`src/fetch_consts.svh`:
```
`ifndef FETCH_CONSTS_SVH
`define FETCH_CONSTS_SVH

// first pc fetched after reset
`define FETCH_RESET_PC 64'h0000_0000_8000_0000

// memory word = low address bits xor this pattern
`define FETCH_INST_PATTERN 32'h5a3c_96e1

// longest request to response delay, in cycles
`define FETCH_MEM_MAX_LAT 4

`endif

```
`src/fetch_pkg.sv`:
```
`default_nettype none

package fetch_pkg;

    // byte address or program counter
    typedef logic [63:0] addr_t;

    // one uncompressed instruction
    typedef logic [31:0] inst_t;

    // fetch sequencer states
    typedef enum logic [1:0] {
        IDLE,
        REQ,
        WAIT
    } fetch_state_e;

endpackage

`default_nettype wire

```
`src/pc_select.sv`:
```
`timescale 1ns/1ps
`default_nettype none

module pc_select
    import fetch_pkg::*;
(
    input  logic  me_jal_i,
    input  logic  me_jalr_i,
    input  logic  me_branch_i,
    input  logic  trap_i,
    input  addr_t me_alu_res_i,
    input  addr_t me_pc_i,
    input  addr_t me_imm_i,
    input  addr_t me_r1data_i,
    input  addr_t mtvec_i,
    output logic  redirect_o,
    output addr_t redirect_pc_o
);

    logic  take_branch;
    addr_t jalr_sum;

    // branch compare result arrives as a zero test on the alu output
    assign take_branch = me_branch_i && (me_alu_res_i == '0);
    assign jalr_sum    = me_r1data_i + me_imm_i;

    // fixed priority: pc-relative, then jalr, then trap
    always_comb begin
        redirect_o    = 1'b0;
        redirect_pc_o = me_pc_i + me_imm_i;
        if (me_jal_i || take_branch) begin
            redirect_o = 1'b1;
        end else if (me_jalr_i) begin
            redirect_o    = 1'b1;
            redirect_pc_o = {jalr_sum[63:1], 1'b0};
        end else if (trap_i) begin
            redirect_o    = 1'b1;
            redirect_pc_o = mtvec_i;
        end
    end

endmodule

`default_nettype wire

```
`src/inst_fetch.sv`:
```
`timescale 1ns/1ps
`default_nettype none

`include "fetch_consts.svh"

module inst_fetch
    import fetch_pkg::*;
(
    input  logic  clk,
    input  logic  reset_i,
    input  logic  redirect_i,
    input  addr_t redirect_pc_i,
    input  logic  stall_i,
    output logic  req_valid_o,
    output addr_t req_addr_o,
    input  logic  req_ready_i,
    input  logic  resp_valid_i,
    input  inst_t resp_data_i,
    output logic  resp_ready_o,
    output logic  inst_valid_o,
    output inst_t inst_o,
    output addr_t pc_o
);

    fetch_state_e state_q;
    addr_t        pc_q;
    addr_t        pc_next;
    addr_t        req_addr_q;
    logic         stale_q;
    logic         accept;
    logic         resp_fire;
    logic         resp_keep;

    // decode takes the buffered instruction
    assign accept = inst_valid_o && !stall_i;

    // stale data is drained even when the output buffer is full
    assign resp_ready_o = (state_q == WAIT)
                        && (stale_q || redirect_i || !inst_valid_o || accept);
    assign resp_fire    = resp_valid_i && resp_ready_o;
    assign resp_keep    = resp_fire && !stale_q && !redirect_i;

    assign req_valid_o = (state_q == REQ);
    assign req_addr_o  = req_addr_q;

    // pc of the next instruction decode will see
    always_comb begin
        if (redirect_i) begin
            pc_next = redirect_pc_i;
        end else if (accept) begin
            pc_next = pc_q + 64'd4;
        end else begin
            pc_next = pc_q;
        end
    end

    always_ff @(posedge clk) begin
        if (reset_i) begin
            state_q <= IDLE;
            pc_q    <= `FETCH_RESET_PC;
            stale_q <= 1'b0;
        end else begin
            pc_q <= pc_next;
            case (state_q)
                IDLE: state_q <= REQ;
                REQ: begin
                    if (req_ready_i) begin
                        state_q <= WAIT;
                    end
                end
                WAIT: begin
                    if (resp_fire) begin
                        state_q <= REQ;
                    end
                end
                default: state_q <= IDLE;
            endcase
            // a redirect orphans whatever request is in flight
            if (resp_fire) begin
                stale_q <= 1'b0;
            end else if (redirect_i && state_q != IDLE) begin
                stale_q <= 1'b1;
            end
        end
    end

    // kept word: prefetch the one after it, otherwise refetch from pc
    always_ff @(posedge clk) begin
        if (state_q == IDLE) begin
            req_addr_q <= pc_next;
        end else if (resp_fire) begin
            req_addr_q <= resp_keep ? req_addr_q + 64'd4 : pc_next;
        end
    end

    // output buffer to decode
    always_ff @(posedge clk) begin
        if (reset_i) begin
            inst_valid_o <= 1'b0;
        end else if (redirect_i) begin
            inst_valid_o <= 1'b0;
        end else if (resp_keep) begin
            inst_valid_o <= 1'b1;
        end else if (accept) begin
            inst_valid_o <= 1'b0;
        end
    end

    always_ff @(posedge clk) begin
        if (resp_keep) begin
            inst_o <= resp_data_i;
            pc_o   <= req_addr_q;
        end
    end

    a_hold_under_stall: assert property (@(posedge clk) disable iff (reset_i)
        inst_valid_o && stall_i |=> $stable(inst_o) && $stable(pc_o));

    a_req_addr_stable: assert property (@(posedge clk) disable iff (reset_i)
        req_valid_o && !req_ready_i |=> req_valid_o && $stable(req_addr_o));

endmodule

`default_nettype wire

```
`src/inst_mem.sv`:
```
`timescale 1ns/1ps
`default_nettype none

`include "fetch_consts.svh"

module inst_mem
    import fetch_pkg::*;
(
    input  logic  clk,
    input  logic  reset_i,
    input  logic  req_valid_i,
    input  addr_t req_addr_i,
    output logic  req_ready_o,
    output logic  resp_valid_o,
    output inst_t resp_data_o,
    input  logic  resp_ready_i
);

    localparam int LAT_W = $clog2(`FETCH_MEM_MAX_LAT + 1);

    logic             pending_q;
    logic [LAT_W-1:0] count_q;
    logic [LAT_W-1:0] lat_q;
    logic             req_fire;
    logic             resp_fire;
    logic             outstanding_q;

    assign req_fire  = req_valid_i && req_ready_o;
    assign resp_fire = resp_valid_o && resp_ready_i;

    always_ff @(posedge clk) begin
        if (reset_i) begin
            req_ready_o  <= 1'b0;
            resp_valid_o <= 1'b0;
            pending_q    <= 1'b0;
            count_q      <= '0;
            lat_q        <= LAT_W'(1);
        end else if (req_fire) begin
            req_ready_o <= 1'b0;
            pending_q   <= 1'b1;
            count_q     <= lat_q;
            // delay rotates 1..max so response timing keeps changing
            lat_q <= (lat_q == LAT_W'(`FETCH_MEM_MAX_LAT)) ? LAT_W'(1) : lat_q + 1'b1;
        end else if (pending_q) begin
            if (count_q == LAT_W'(1)) begin
                pending_q    <= 1'b0;
                resp_valid_o <= 1'b1;
            end else begin
                count_q <= count_q - 1'b1;
            end
        end else if (!resp_valid_o || resp_ready_i) begin
            resp_valid_o <= 1'b0;
            req_ready_o  <= 1'b1;
        end
    end

    // word is fixed at accept and held until taken
    always_ff @(posedge clk) begin
        if (req_fire) begin
            resp_data_o <= req_addr_i[31:0] ^ `FETCH_INST_PATTERN;
        end
    end

    // independent count of accepted but unanswered requests
    always_ff @(posedge clk) begin
        if (reset_i) begin
            outstanding_q <= 1'b0;
        end else if (req_fire) begin
            outstanding_q <= 1'b1;
        end else if (resp_fire) begin
            outstanding_q <= 1'b0;
        end
    end

    a_resp_has_req: assert property (@(posedge clk) disable iff (reset_i)
        resp_valid_o |-> outstanding_q);

endmodule

`default_nettype wire

```
`src/fetch_top.sv`:
```
`timescale 1ns/1ps
`default_nettype none

module fetch_top
    import fetch_pkg::*;
(
    input  logic  clk,
    input  logic  reset_i,
    input  logic  me_jal_i,
    input  logic  me_jalr_i,
    input  logic  me_branch_i,
    input  addr_t me_alu_res_i,
    input  addr_t me_pc_i,
    input  addr_t me_imm_i,
    input  addr_t me_r1data_i,
    input  logic  trap_i,
    input  addr_t mtvec_i,
    input  logic  stall_i,
    output logic  inst_valid_o,
    output inst_t inst_o,
    output addr_t pc_o
);

    logic  redirect;
    addr_t redirect_pc;

    // fetch to memory channels
    logic  req_valid;
    addr_t req_addr;
    logic  req_ready;
    logic  resp_valid;
    inst_t resp_data;
    logic  resp_ready;

    pc_select i_pc_select (
        .me_jal_i      (me_jal_i),
        .me_jalr_i     (me_jalr_i),
        .me_branch_i   (me_branch_i),
        .trap_i        (trap_i),
        .me_alu_res_i  (me_alu_res_i),
        .me_pc_i       (me_pc_i),
        .me_imm_i      (me_imm_i),
        .me_r1data_i   (me_r1data_i),
        .mtvec_i       (mtvec_i),
        .redirect_o    (redirect),
        .redirect_pc_o (redirect_pc)
    );

    inst_fetch i_inst_fetch (
        .clk           (clk),
        .reset_i       (reset_i),
        .redirect_i    (redirect),
        .redirect_pc_i (redirect_pc),
        .stall_i       (stall_i),
        .req_valid_o   (req_valid),
        .req_addr_o    (req_addr),
        .req_ready_i   (req_ready),
        .resp_valid_i  (resp_valid),
        .resp_data_i   (resp_data),
        .resp_ready_o  (resp_ready),
        .inst_valid_o  (inst_valid_o),
        .inst_o        (inst_o),
        .pc_o          (pc_o)
    );

    inst_mem i_inst_mem (
        .clk          (clk),
        .reset_i      (reset_i),
        .req_valid_i  (req_valid),
        .req_addr_i   (req_addr),
        .req_ready_o  (req_ready),
        .resp_valid_o (resp_valid),
        .resp_data_o  (resp_data),
        .resp_ready_i (resp_ready)
    );

endmodule

`default_nettype wire

```
`config.mk`:
```
export PLATFORM = sky130hd
export DESIGN_NAME = fetch_top
export DESIGN_NICKNAME = d
export VERILOG_FILES = /design/src/fetch_pkg.sv /design/src/pc_select.sv /design/src/inst_fetch.sv /design/src/inst_mem.sv /design/src/fetch_top.sv
export VERILOG_INCLUDE_DIRS = /design/src
export SDC_FILE = /design/constraint.sdc
export NUM_CORES = 1
export LEC_CHECK = 0
export BUFFER_PORTS_ARGS = -buffer_cell sky130_fd_sc_hd__buf_4
export CAP_MARGIN = 30
export CELL_PAD_IN_SITES_DETAIL_PLACEMENT = 1
export CELL_PAD_IN_SITES_GLOBAL_PLACEMENT = 1
export CORE_MARGIN = 3
export CORE_UTILIZATION = 38
export CTS_CLUSTER_DIAMETER = 100
export DETAILED_ROUTE_END_ITERATION = 10
export GPL_TIMING_DRIVEN = 0
export PLACE_DENSITY_LB_ADDON = 0.1
export SYNTH_ARGS = -nofsm -noshare
export SYNTH_HDL_FRONTEND = slang
export SYNTH_HIERARCHICAL = 1
export SYNTH_SLANG_ARGS = --single-unit
```
`constraint.sdc`:
```
create_clock -name clk -period 5.2 [get_ports clk]
set_input_delay 0.52 -clock clk [delete_from_list [all_inputs] [get_ports clk]]
set_output_delay 0.52 -clock clk [all_outputs]
set_load 0.005 [all_outputs]
```
==> results.md <==
- The flow ran to the end, and the final reports show no timing, DRC or antenna violations.
- Once the floorplan was initialized, standard cells occupied 38.78% of the core.
- The slowest stage of the critical path is the clkbuf_1 cell.
- The TritonCTS clock tree is yes.
- For this block, the routed nets add up to 93820 µm of wire.
- Derived from the worst setup path, the maximum achievable clock frequency is 0.2100 GHz.
- The floorplan step defined a die boundary enclosing 58320 µm².
- The master cell of the clock root buffer is clkbuf_16.
- The total power is roughly 0.0070 W.
- The relative slew slack is 30.32%.
- The minimum clock period after layout is between 4 and 5 ns.
- The fraction of final layout cells with drive strength greater than 1 is 19.07%.
- Summing the areas of all compound-gate instances in the mapped netlist gives 23.43% of the synthesized area.
- The total area of sequential cells is 7307 µm².
- The synthesized netlist cell count is between 2000 and 2500.
- The number of vias per cell after detailed routing is 5.966.
- Each instance of the synthesized netlist takes up on average slightly below 9 µm².
- The iteration-0 DRC count of the detailed router is 1574.
- The number of nets in the layout is about 3300.
- The data required time of the worst path is around 5.6 ns.
- The number of nets still failing antenna checks after routing is 0.
- The layout filler cell count is between 6000 and 7000.
- The die height is 241.5 µm.
- The worst setup path is captured at a register.
- The share of synthesized registers carrying an async set or reset is 0%.
- The post-CTS setup buffer count is 0.
- In this run the count of I/O pins placed on the die edge is approximately 420.
- The launch point of the worst hold path is i_inst_mem/resp_data_o[25].
- After clock tree synthesis, the clock-pin slew on the worst setup and hold paths is 0.07 ns.
- The area taken by multi-input logic gates is about 13000 µm².
- The final number of hold-violating endpoints is 0.
- Setup repair after global routing left no endpoint under its margin.
- The worst setup path is of the in2reg kind.
- For hold timing, the worst endpoint is i_inst_fetch/inst_o[25].
- Of the total synthesized cell area, the portion taken by full adders, half adders and majority gates is 7.968%.
- The detailed-routing iteration count for the pre-antenna-repair pass is 5.
- The number of hold buffers added after CTS was 0.
- The total power per unit cell area is 269.4 nW/µm².
- The routability congestion estimate is around 0.96.
- The worst register-to-register path begins at i_inst_fetch/pc_q[2].
- The worst hold path cell count is 0.
- The fraction of post-synthesis cell area in the top cell type by area is roughly 27%.
- Among the stages of the critical path, the cell type that occurs most often is clkbuf_1.
- The final routed wire length divided by cell count is approximately 26 µm.
- The post-route fraction of the period consumed by the critical path is 91.58%.
- The placement row count is 85.
- The largest net degree at the start of global routing is 73.
- Summed over all cells, the static leakage comes to 10.10 nW.
- The largest fanout of any net on the critical path is 10.
- In the layout the commonest cells are buf_4, nand2_1, nor2_1.
- The horizontal die dimension is between 200 and 250 µm.
- For this run, design rule violations remaining after detail routing come to 0.
- Counting every net in the synthesized netlist gives 2881.
- Post-CTS repair changed the size of 0 cells.
- The number of H-tree levels is 1.
- Once placement completed, the tool counted placed cells totaling between 3000 and 4000.
- The synthesized netlist contains 105 unique library cells.
- The commonest non-fill, non-tap cell in the layout is buf_4.
- Setup violations remaining at the end of the flow were counted as 0.
- The main combinational cell family by area after synthesis is compound AO/OA/AOI/OAI gates.
- Summing the areas of all and, or, nand and nor instances in the mapped netlist gives 19.88% of the synthesized area.
- The combined area of all synthesized cells is around 21000 µm².
- The number of pins with negative max-slew slack in the final report is 0.
- Across all register-to-register paths, the minimum setup slack is 1.78 ns.
- The sort of element at the start of the critical path is a primary input.
- The global-route usage over all layers is 31.23%.
- The synthesized design spends more area on one cell type than any other, namely edfxtp_1.
- The final route contains 21690 vias.
- The first-pass GRT wire length is 137700 µm.
- The finished layout holds 3636 standard cells, fillers aside.
- Detailed placement finished with a half-perimeter wire length of between 70000 and 80000 µm.
- After Yosys synthesis, XOR and XNOR cells account for 9.351% of the synthesized area.
- The Yosys step of the flow raised 6 warnings.
- The critical path contains buffers and inverters numbering 7 combined.
- The fraction of the yosys area taken by sequential cells is 34.67%.
- The worst-case clock skew is 0.01988 ns.
- VDD sags by at most 204.4 µV.
- The insertion delay to the later sink of the worst-skew pair is 0.56 ns.
- Ranked by total cell area, the synthesized netlist is headed by edfxtp_1, ha_1, dfxtp_1.
- The CTS buffer count is 25.
- The initial antenna violation count is 8.
- For the worst setup path, the data arrival time is between 5 and 6 ns.
- Measured in cells, the most critical reg-to-reg path has a length of 8.
- The sink count of the clock tree is 269.
- The worst flop-to-flop path endpoint is i_inst_fetch/req_addr_o[60].
- The aggregate global routing overflow is 0.
- The portion of netlist area occupied by mux cells is 0.9618%.
- The area growth from synthesis to layout is 23.64%.
- The kind of cell with the highest combined delay on the critical path is buffers and inverters.
- The core area is 54350 µm².
- The signal on the critical path passes through buf_4, nor4_1, nand4_1, nor2_1, a31oi_1, buf_4, clkbuf_1, buf_1, nand2_1, clkbuf_1, clkbuf_1, clkbuf_1, nand2_1, o211ai_1.
- The clock passes through at most 3 buffers.
- Synthesis inferred 269 register bits.
- The number of enable flip-flop cells after synthesis is 192.
- The max capacitance violation total is 0.
- The number of buffers inserted by port buffering is 422.
- The class of the tightest hold or removal check is reg2reg.
- For this run, the leading register cell type out of synthesis is edfxtp_1.
- For the pin with the worst max-slew slack, the measured transition is a little over 1 ns.
- The via count of the first global-routing pass is 22400.
- The highest cell delay on the worst timing path is between 0.6 and 0.7 ns.
[per-stage QoR]
stage	hold slack [ns]	utilization (%)	setup TNS, ns	setup slack, ns	cell area (µm²)
finish	0.4203	47.94	0	0.4378	26060
CTS	0.4214	47.91	0	0.4322	26040
floorplan	0.4003	-	0	1.205	21080
global route	0.4260	47.94	0	0.2733	26060
detailed placement	0.4057	46.39	-0.5399	-0.1133	25210
global placement	0.4014	46.31	-191.37	-1.315	25170
[logic make-up (layout without fill, tap and decap cells)]
logic type                 Yosys count  after routing
DFF                                269            269
buffers and inverters              202            671
AOI/OAI and AO/OA                  728            728
and+or+nand+nor                    844            844
xor gates and xnor gates           225            225
other                                0              7
muxes                               20             20
adders and majority gates          133            133
[worst max path at each step]
stage	slack [ns]	endpoint	from	depth (start not counted)
after floorplan	1.21	i_inst_fetch/req_addr_o[0]	me_branch_i	11
after global placement	-1.31	i_inst_fetch/req_addr_o[0]	me_alu_res_i[13]	13
after detailed placement	-0.11	i_inst_fetch/req_addr_o[41]	me_alu_res_i[6]	14
after CTS	0.43	i_inst_fetch/req_addr_o[41]	me_alu_res_i[6]	14
after global routing	0.27	i_inst_fetch/req_addr_o[41]	me_alu_res_i[6]	14
final	0.44	i_inst_fetch/req_addr_o[41]	me_alu_res_i[6]	14
[Yosys cell counts, drive strengths merged, types with 7 or more instances]
cell type / instances
nand3: 68
a21oi: 195
or4: 9
o31ai: 13
o21ai: 143
and2: 20
a21boi: 9
dfxtp: 77
mux2i: 18
nor4: 51
a21o: 67
o211ai: 17
a31oi: 25
inv: 76
nand4: 102
and4: 7
o22ai: 12
a22oi: 35
xor2: 96
or2: 7
a211oi: 48
clkbuf: 106
a221o: 8
o21a: 20
and3: 28
o21bai: 29
nand2: 232
nand2b: 11
buf: 20
o221ai: 22
xnor2: 129
nor2: 207
a221oi: 24
nor3: 64
ha: 131
or3: 17
edfxtp: 192
[sequential cells by signal (all words and copies together), names as in the netlist]
name,cells
i_inst_fetch/pc_o,64
i_inst_fetch/pc_q,64
i_inst_fetch/req_addr_o,64
i_inst_fetch/inst_o,32
i_inst_mem/resp_data_o,32
i_inst_mem/count_q,3
i_inst_mem/lat_q,3
i_inst_fetch/state_q,2
i_inst_fetch/inst_valid_o,1
i_inst_fetch/stale_q,1
i_inst_mem/pending_q,1
i_inst_mem/req_ready_o,1
i_inst_mem/resp_valid_o,1
[layout make-up]
class                      count  share of cell area (%)
antenna                        7                 0.06723
buffer                       126                   1.935
clock buffer                  25                   2.401
clock inverter                20                  0.7635
inverter                      76                   1.095
multi-input combinational   1950                   49.85
sequential                   269                   28.04
tap                          739                   3.549
timing repair buffer         424                   12.29
[power by group]
part | internal [W] | switching, W | total, W
registers | 0.00259 | 0.000261 | 0.00285
logic | 0.000872 | 0.00142 | 0.00229
clock network | 0.00104 | 0.000838 | 0.00188
total | 0.00450 | 0.00252 | 0.00702
[routing by layer]
| layer | vias to the layer above | share of wire, % | track usage [%] | routed length [µm] |
|---|---|---|---|---|
| met1 | 10650 | 43 | 41.48 | 40590 |
| met4 | 2 | 4.6 | 13.65 | 4286 |
| met2 | 825 | 46 | 50.98 | 43020 |
| met3 | 167 | 6.3 | 4.292 | 5907 |
| met5 | - | 0.016 | 0 | 15 |
| li1 | 10050 | - | - | - |
Power figures use the tool's default switching activity.
